===== config.mk =====
export PLATFORM = sky130hd
export DESIGN_NAME = stopwatch_top
export DESIGN_NICKNAME = d
export VERILOG_FILES = /design/src/rtl/stopwatch_pkg.sv /design/src/rtl/countdown_timer.sv /design/src/rtl/display_select.sv /design/src/rtl/mode_control.sv /design/src/rtl/stopwatch_top.sv /design/src/rtl/up_counter.sv
export VERILOG_INCLUDE_DIRS = /design/src /design/src/rtl
export SDC_FILE = /design/constraint.sdc
export NUM_CORES = 1
export LEC_CHECK = 0
export ABC_AREA = 1
export BUFFER_PORTS_ARGS = -buffer_cell sky130_fd_sc_hd__buf_2
export CORE_ASPECT_RATIO = 0.6
export CORE_MARGIN = 3
export CORE_UTILIZATION = 45
export CTS_CLUSTER_DIAMETER = 30
export DETAILED_ROUTE_END_ITERATION = 8
export GPL_TIMING_DRIVEN = 0
export PLACE_DENSITY_LB_ADDON = 0.25
export SYNTH_ARGS = -nofsm -noshare
export SYNTH_HDL_FRONTEND = slang
export SYNTH_SLANG_ARGS = --single-unit

===== constraint.sdc =====
create_clock -name clk -period 1.6 [get_ports clk]
set_input_delay 0.32 -clock clk [delete_from_list [all_inputs] [get_ports clk]]
set_output_delay 0.32 -clock clk [all_outputs]
set_load 0.02 [all_outputs]

===== src/rtl/stopwatch_defines.svh =====
`ifndef STOPWATCH_DEFINES_SVH
`define STOPWATCH_DEFINES_SVH

////////////////////////////////////////////////////////////
// Field widths of the time word
////////////////////////////////////////////////////////////

`define SW_MIN_W        6
`define SW_SEC_W        6
`define SW_CENTI_W      7

// Top value of each digit field
`define SW_MAX_MIN      59
`define SW_MAX_SEC      59
`define SW_MAX_CENTI    99

// Built-in countdown time when nothing is programmed
`define SW_DEFAULT_MIN  0
`define SW_DEFAULT_SEC  4

`endif


===== src/rtl/stopwatch_pkg.sv =====
`default_nettype none

`include "stopwatch_defines.svh"

package stopwatch_pkg;

    ////////////////////////////////////////////////////////////
    // Time word
    ////////////////////////////////////////////////////////////

    typedef struct packed {
        logic [`SW_MIN_W-1:0]   minutes;   // 0 to 59
        logic [`SW_SEC_W-1:0]   seconds;   // 0 to 59
        logic [`SW_CENTI_W-1:0] centi;     // Hundredths, 0 to 99
    } sw_time_t;

    // Operating mode
    typedef enum logic [1:0] {
        MODE_PROGRAM = 2'd0,
        MODE_UP      = 2'd1,
        MODE_DOWN    = 2'd2
    } sw_mode_t;

    // Buttons are single-cycle pulses, switches are levels
    typedef struct packed {
        logic start_stop;   // Button
        logic clear;        // Button
        logic inc;          // Button
        logic prog;         // Switch, high selects programming
        logic count_up;     // Switch, high counts up
        logic minute;       // Switch, inc steps minutes when high
    } sw_buttons_t;

    // Command to one counter
    typedef struct packed {
        logic restart;
        logic toggle;
    } counter_cmd_t;

endpackage

`default_nettype wire


===== src/rtl/countdown_timer.sv =====
`timescale 1ns/1ns
`default_nettype none

`include "stopwatch_defines.svh"

module countdown_timer (
    input  wire                              clk,
    input  wire                              arst_n,
    input  wire                              tick,
    input  wire stopwatch_pkg::counter_cmd_t cmd,
    input  wire stopwatch_pkg::sw_time_t     start_time,
    output stopwatch_pkg::sw_time_t          down_time,
    output logic                             done
);

    logic                    running;
    logic                    is_zero;
    logic                    is_last;
    stopwatch_pkg::sw_time_t time_dec;

    assign is_zero = (down_time == '0);
    // Final hundredth before expiry
    assign is_last = (down_time.minutes == '0) && (down_time.seconds == '0) &&
                     (down_time.centi == `SW_CENTI_W'(1));

    ////////////////////////////////////////////////////////////
    // One hundredth back with borrows
    ////////////////////////////////////////////////////////////

    always_comb begin
        time_dec = down_time;
        if (down_time.centi != '0) begin
            time_dec.centi = down_time.centi - `SW_CENTI_W'(1);
        end else begin
            time_dec.centi = `SW_CENTI_W'(`SW_MAX_CENTI);
            if (down_time.seconds != '0) begin
                time_dec.seconds = down_time.seconds - `SW_SEC_W'(1);
            end else begin
                time_dec.seconds = `SW_SEC_W'(`SW_MAX_SEC);
                time_dec.minutes = down_time.minutes - `SW_MIN_W'(1);
            end
        end
    end

    always_ff @(posedge clk or negedge arst_n) begin
        if (!arst_n) begin
            running   <= 1'b0;
            done      <= 1'b0;
            down_time <= '0;
        end else if (cmd.restart) begin
            running   <= 1'b0;
            done      <= 1'b0;
            down_time <= start_time;              // Load and wait for start
        end else begin
            done <= 1'b0;
            if (cmd.toggle)
                running <= !running;
            if (tick && running) begin
                if (is_zero) begin
                    running <= 1'b0;              // Restarted at zero, nothing to count
                end else begin
                    down_time <= time_dec;
                    if (is_last) begin
                        running <= 1'b0;
                        done    <= 1'b1;
                    end
                end
            end
        end
    end

    a_done_at_zero: assert property (@(posedge clk) disable iff (!arst_n)
        done |-> (down_time == '0))
        else $error("done while down_time is not zero");

endmodule

`default_nettype wire


===== src/rtl/display_select.sv =====
`timescale 1ns/1ns
`default_nettype none

module display_select (
    input  wire                          clk,
    input  wire                          arst_n,
    input  wire stopwatch_pkg::sw_mode_t mode,
    input  wire stopwatch_pkg::sw_time_t program_time,
    input  wire stopwatch_pkg::sw_time_t up_time,
    input  wire stopwatch_pkg::sw_time_t down_time,
    input  wire                          done,
    output stopwatch_pkg::sw_time_t      time_out,
    output logic                         expired
);

    stopwatch_pkg::sw_time_t shown;

    // Time to show for the current mode
    always_comb begin
        case (mode)
            stopwatch_pkg::MODE_PROGRAM: shown = program_time;
            stopwatch_pkg::MODE_UP:      shown = up_time;
            stopwatch_pkg::MODE_DOWN:    shown = down_time;
            default:                     shown = '0;     // Unused encoding
        endcase
    end

    always_ff @(posedge clk or negedge arst_n) begin
        if (!arst_n) begin
            time_out <= '0;
            expired  <= 1'b0;
        end else begin
            time_out <= shown;
            expired  <= done;         // Lines up with the zero on time_out
        end
    end

    // The countdown must never hold done high
    a_expired_pulse: assert property (@(posedge clk) disable iff (!arst_n)
        expired |=> !expired)
        else $error("expired held for more than one cycle");

endmodule

`default_nettype wire


===== src/rtl/mode_control.sv =====
`timescale 1ns/1ns
`default_nettype none

`include "stopwatch_defines.svh"

module mode_control (
    input  wire                        clk,
    input  wire                        arst_n,
    input  wire stopwatch_pkg::sw_buttons_t buttons,
    output stopwatch_pkg::sw_mode_t     mode,
    output stopwatch_pkg::counter_cmd_t up_cmd,
    output stopwatch_pkg::counter_cmd_t down_cmd,
    output stopwatch_pkg::sw_time_t     program_time,
    output stopwatch_pkg::sw_time_t     down_start
);

    localparam stopwatch_pkg::sw_time_t default_time = '{
        minutes: `SW_MIN_W'(`SW_DEFAULT_MIN),
        seconds: `SW_SEC_W'(`SW_DEFAULT_SEC),
        centi:   '0
    };

    stopwatch_pkg::sw_mode_t     mode_next;
    logic                        mode_change;
    stopwatch_pkg::counter_cmd_t up_cmd_next;
    stopwatch_pkg::counter_cmd_t down_cmd_next;
    stopwatch_pkg::sw_time_t     prog_next;

    ////////////////////////////////////////////////////////////
    // Mode decode and command routing
    ////////////////////////////////////////////////////////////

    always_comb begin
        if (buttons.prog) begin
            mode_next = stopwatch_pkg::MODE_PROGRAM;
        end else if (buttons.count_up) begin
            mode_next = stopwatch_pkg::MODE_UP;
        end else begin
            mode_next = stopwatch_pkg::MODE_DOWN;
        end
    end

    assign mode_change = (mode_next != mode);

    always_comb begin
        up_cmd_next   = '0;
        down_cmd_next = '0;
        if (mode_change) begin                       // Both counters back to their start
            up_cmd_next.restart   = 1'b1;
            down_cmd_next.restart = 1'b1;
        end else if (mode_next == stopwatch_pkg::MODE_UP) begin
            up_cmd_next.toggle  = buttons.start_stop;
            up_cmd_next.restart = buttons.clear;
        end else if (mode_next == stopwatch_pkg::MODE_DOWN) begin
            down_cmd_next.toggle  = buttons.start_stop;
            down_cmd_next.restart = buttons.clear;
        end
    end

    ////////////////////////////////////////////////////////////
    // Programmed countdown time
    ////////////////////////////////////////////////////////////

    always_comb begin
        prog_next = program_time;
        if (mode_next == stopwatch_pkg::MODE_PROGRAM) begin
            if (buttons.clear) begin
                prog_next = '0;
            end else if (buttons.inc) begin
                if (buttons.minute) begin
                    if (program_time.minutes < `SW_MIN_W'(`SW_MAX_MIN))
                        prog_next.minutes = program_time.minutes + `SW_MIN_W'(1);
                end else begin
                    if (program_time.seconds < `SW_SEC_W'(`SW_MAX_SEC))
                        prog_next.seconds = program_time.seconds + `SW_SEC_W'(1);
                end
            end
        end
    end

    always_ff @(posedge clk or negedge arst_n) begin
        if (!arst_n) begin
            mode         <= stopwatch_pkg::MODE_PROGRAM;
            up_cmd       <= '0;
            down_cmd     <= '0;
            program_time <= '0;
            down_start   <= '0;
        end else begin
            mode         <= mode_next;
            up_cmd       <= up_cmd_next;
            down_cmd     <= down_cmd_next;
            program_time <= prog_next;
            // Fall back to the built-in time when nothing is programmed
            down_start   <= (prog_next != '0) ? prog_next : default_time;
        end
    end

    // A button reaches one counter only, both restart only on a mode change
    a_cmd_exclusive: assert property (@(posedge clk) disable iff (!arst_n)
        !(up_cmd.toggle && down_cmd.toggle) &&
        ((up_cmd.restart && down_cmd.restart) -> $changed(mode)))
        else $error("up_cmd and down_cmd active together");

endmodule

`default_nettype wire


===== src/rtl/stopwatch_top.sv =====
`timescale 1ns/1ns
`default_nettype none

module stopwatch_top (
    input  wire                             clk,
    input  wire                             arst_n,
    input  wire stopwatch_pkg::sw_buttons_t buttons,
    input  wire                             tick,
    output stopwatch_pkg::sw_time_t         time_out,
    output logic                            expired
);

    ////////////////////////////////////////////////////////////
    // Internal connections
    ////////////////////////////////////////////////////////////

    stopwatch_pkg::sw_mode_t     mode;
    stopwatch_pkg::counter_cmd_t up_cmd;
    stopwatch_pkg::counter_cmd_t down_cmd;
    stopwatch_pkg::sw_time_t     program_time;
    stopwatch_pkg::sw_time_t     down_start;
    stopwatch_pkg::sw_time_t     up_time;
    stopwatch_pkg::sw_time_t     down_time;
    logic                        done;

    mode_control mode_control_i (
        .clk          (clk),
        .arst_n       (arst_n),
        .buttons      (buttons),
        .mode         (mode),
        .up_cmd       (up_cmd),
        .down_cmd     (down_cmd),
        .program_time (program_time),
        .down_start   (down_start)
    );

    up_counter up_counter_i (
        .clk     (clk),
        .arst_n  (arst_n),
        .tick    (tick),
        .cmd     (up_cmd),
        .up_time (up_time)
    );

    countdown_timer countdown_timer_i (
        .clk        (clk),
        .arst_n     (arst_n),
        .tick       (tick),
        .cmd        (down_cmd),
        .start_time (down_start),
        .down_time  (down_time),
        .done       (done)
    );

    display_select display_select_i (
        .clk          (clk),
        .arst_n       (arst_n),
        .mode         (mode),
        .program_time (program_time),
        .up_time      (up_time),
        .down_time    (down_time),
        .done         (done),
        .time_out     (time_out),
        .expired      (expired)
    );

endmodule

`default_nettype wire


===== src/rtl/up_counter.sv =====
`timescale 1ns/1ns
`default_nettype none

`include "stopwatch_defines.svh"

module up_counter (
    input  wire                              clk,
    input  wire                              arst_n,
    input  wire                              tick,
    input  wire stopwatch_pkg::counter_cmd_t cmd,
    output stopwatch_pkg::sw_time_t          up_time
);

    logic                    running;
    logic                    at_max;
    stopwatch_pkg::sw_time_t time_inc;

    assign at_max = (up_time.minutes == `SW_MIN_W'(`SW_MAX_MIN)) &&
                    (up_time.seconds == `SW_SEC_W'(`SW_MAX_SEC)) &&
                    (up_time.centi   == `SW_CENTI_W'(`SW_MAX_CENTI));

    // One hundredth forward with carries
    always_comb begin
        time_inc = up_time;
        if (up_time.centi == `SW_CENTI_W'(`SW_MAX_CENTI)) begin
            time_inc.centi = '0;
            if (up_time.seconds == `SW_SEC_W'(`SW_MAX_SEC)) begin
                time_inc.seconds = '0;
                time_inc.minutes = up_time.minutes + `SW_MIN_W'(1);  // at_max blocks wrap
            end else begin
                time_inc.seconds = up_time.seconds + `SW_SEC_W'(1);
            end
        end else begin
            time_inc.centi = up_time.centi + `SW_CENTI_W'(1);
        end
    end

    always_ff @(posedge clk or negedge arst_n) begin
        if (!arst_n) begin
            running <= 1'b0;
            up_time <= '0;
        end else if (cmd.restart) begin
            running <= 1'b0;
            up_time <= '0;
        end else begin
            if (cmd.toggle)
                running <= !running;
            if (tick && running && !at_max)       // Hold at 59:59.99
                up_time <= time_inc;
        end
    end

    a_fields_in_range: assert property (@(posedge clk) disable iff (!arst_n)
        (up_time.minutes <= `SW_MIN_W'(`SW_MAX_MIN)) &&
        (up_time.seconds <= `SW_SEC_W'(`SW_MAX_SEC)) &&
        (up_time.centi   <= `SW_CENTI_W'(`SW_MAX_CENTI)))
        else $error("up_time field out of range");

endmodule

`default_nettype wire


==> out/summary.txt <==
status -> finished with violations
failing checks -> setup timing
most frequent cell after synthesis -> nand2_1
Initial DRT Pass Iterations -> 5
leak pwr -> 3.34 nW
crit start category -> register
Tightest Pin Transition -> 0.642 ns
Mapped Avg Cell Area -> 8.23 um2
Worst VDD drop -> 686 uV
Final setup viols -> 39
chip height -> 90.1 um
first-pass GRT wire length -> 23.0 mm
CTS buffer count -> 9
DR WL/cell -> 16.7 um
final period utilization -> 113%
die span in x -> 146 um
clk root buf -> clkbuf_16
Worst-path clk slew -> 0.07 ns
top cells by count, synth -> nand2_1 (149), dfrtp_1 (105), inv_1 (97), nor2_1 (66), o21ai_0 (42)
post-layout min period -> 1.80 ns
num rows -> 30
nets -> 747
GR Util met2 -> 31.7%
IO buf count -> 28
total track usage -> 21.9%
share of cells above drive strength 1 -> 32.1%
clock buffer depth -> 2
post-synth top area cell -> dfrtp_1
met3 usage -> 5.39%
vias post-DR -> 4687
syn nets -> 663
Total Neg Setup Slack -> -4.76 ns
ys async rst share -> 100%
ANT cells -> 0
clock sink count -> 105
Post-synth EDFFs -> 0
Crit path arrival time -> 2.09 ns
worst-skew pair later-pin latency -> 0.35 ns
DIE AREA -> 0.0132 mm2
RSZ-0062 raised after global routing -> true
placed cells -> 833
final worst slack -> -0.205 ns
IO Pins -> 29
sequential area share after synthesis -> 49.6%
CP required -> 1.88 ns
post-synth top area share -> 49.6%
Hold Crit Class -> in2async
Final ANT Viol Nets -> 0
CTS tree -> yes
largest net degree at the start of global routing -> 59
CP Max Fanout -> 10
Gate Count Post-Synth -> 644
Initial Util -> 46.5%
drt first-iter violations -> 424
final wirelength -> 14.9 mm
slew margin rel. -> 57.2%
grt total ovfl -> 0
Distinct cells, synth -> 37
max cap viols -> 0
Crit Path Class -> reg2reg
met1 Track Usage GR -> 33.2%
H-tree levels -> 3
most used routing layer -> met1
ranking of synthesized cells by area -> dfrtp_1 (50%), nand2_1 (11%), inv_1 (6.9%)
core area -> 0.0114 mm2
Area Growth Syn to Fin -> 27.2%
DRC viols -> 0
maximum operating frequency -> 554 MHz
DR vias/cell -> 5.25
Cell Area, Synth -> 0.00530 mm2
vias in the first global route -> 4409
pwr/cell area -> 1260 mW/mm2
Synth warnings -> 0
Top FF cell, synth -> dfrtp_1
#FFs+latches synth -> 105
Fin Clk Skew -> 0.00785 ns
Final Hold Fails -> 0
non-filler cells, final -> 892
Max Slew Vio Count -> 0
post-DP HPWL -> 9.83 mm
initial antenna violation count -> 0
element type at the critical path end -> register
Placer Congestion -> 0.946
layout make-up:
class | instances | area, um2
multi-input cells | 420 | 2590
flip-flops and latches | 105 | 2630
fillers | 1009 | 4670
repair buffers | 76 | 546
clock buffers | 11 | 233
plain buffers | 15 | 124
well taps | 160 | 200
inverters | 101 | 388
clock inverters | 4 | 30.0
power by group:
group	switching, mW	internal (mW)
Clock	0.971	1.05
Combinational	1.86	1.25
Sequential	0.354	3.04
cell families after synthesis:
family | after synthesis | synth area share, %
compound gates | 91 | 10.3
xor+xnor | 23 | 3.80
fa+ha+maj | 10 | 2.36
buf+inv | 119 | 9.01
flops | 105 | 49.6
mux | 3 | 0.566
simple gates | 293 | 24.4
state kept, by name, summed over array words and instances (netlist names):
| name | count |
|---|---|
| display_select_i.time_out | 19 |
| up_counter_i.running | 1 |
| countdown_timer_i.done | 1 |
| mode_control_i.mode | 2 |
| mode_control_i.down_cmd | 2 |
| countdown_timer_i.running | 1 |
| up_counter_i.up_time | 19 |
| display_select_i.expired | 1 |
| countdown_timer_i.down_time | 19 |
| mode_control_i.down_start | 19 |
| mode_control_i.program_time | 19 |
| mode_control_i.up_cmd | 2 |
worst max-delay path, stage by stage, from the launching register on:
cell     delay [ns]
dfrtp_1        0.42
inv_2          0.10
nand2_2        0.08
nor4_4         0.38
nand3_2        0.12
nand2_2        0.09
nand2_2        0.06
buf_6          0.15
nand2_8        0.07
buf_12         0.13
nand2_2        0.06
o21ai_2        0.06
cell usage in the layout (no fill, tap or decap), drive strengths merged, types with 10 or more instances in the layout:
master  Yosys  layout
nand2     156     156
dfrtp     105     105
inv       100     101
buf         8      83
nor2       67      67
o21ai      49      49
nand3      40      40
xor2       19      19
clkbuf     10      19
a21oi      15      15
o221ai     12      12
nor3       12      12
ha         10      10
metrics by stage:
| step | area (um2) | hold slack [ns] | utilization, % | setup WS [ns] | total power [mW] |
|---|---|---|---|---|---|
| after floorplan | 5310 | 0.0244 | - | -0.0215 | 4.84 |
| after global placement | 5650 | 0.335 | 49.5 | -0.991 | 5.42 |
| after detailed placement | 5680 | 0.337 | 49.7 | -0.504 | 5.49 |
| after CTS | 6420 | 0.0163 | 56.2 | -0.166 | 8.11 |
| after global routing | 6750 | 0.0482 | 59.1 | -0.322 | 9.01 |
| final | 6750 | 0.00222 | 59.1 | -0.205 | 8.53 |
routing by layer:
metal | part of all wire (%) | up-vias | routed length (um)
li1 | - | 2221 | -
met1 | 48 | 2294 | 7110
met2 | 44 | 157 | 6630
met3 | 6.8 | 15 | 1020
met4 | 0.99 | 0 | 148
met5 | 0 | - | 0
timing repair:
action                                  in CTS  in global routing
pin swaps                                   21                 28
endpoints found under the setup margin      60                 46
hold buffers                                 0                  0
gates cloned                                 4                  0
buffers inserted                            29                 16
hold endpoints to repair                     0                  0
resized for setup                          102                 68
path summary, 6_finish.rpt:
kind / startpoint / slack [ns] / end / cells after the start
max: up_counter_i.up_time[3]$_DFFE_PN0P_ / -0.20 / up_counter_i.up_time[15]$_DFFE_PN0P_ / 11
max reg2reg: up_counter_i.up_time[3]$_DFFE_PN0P_ / -0.20 / up_counter_i.up_time[15]$_DFFE_PN0P_ / 11
max in group asynchronous: arst_n / 0.88 / mode_control_i.mode[0]$_DFF_PN0_ / 2
min in group clk: buttons[1] / 0.17 / mode_control_i.mode[1]$_DFF_PN0_ / 2
min: arst_n / 0.002 / display_select_i.time_out[4]$_DFF_PN0_ / 1
min reg2reg: countdown_timer_i.done$_DFF_PN0_ / 0.35 / display_select_i.expired$_DFF_PN0_ / 0
(Power assumes the default switching activity.)
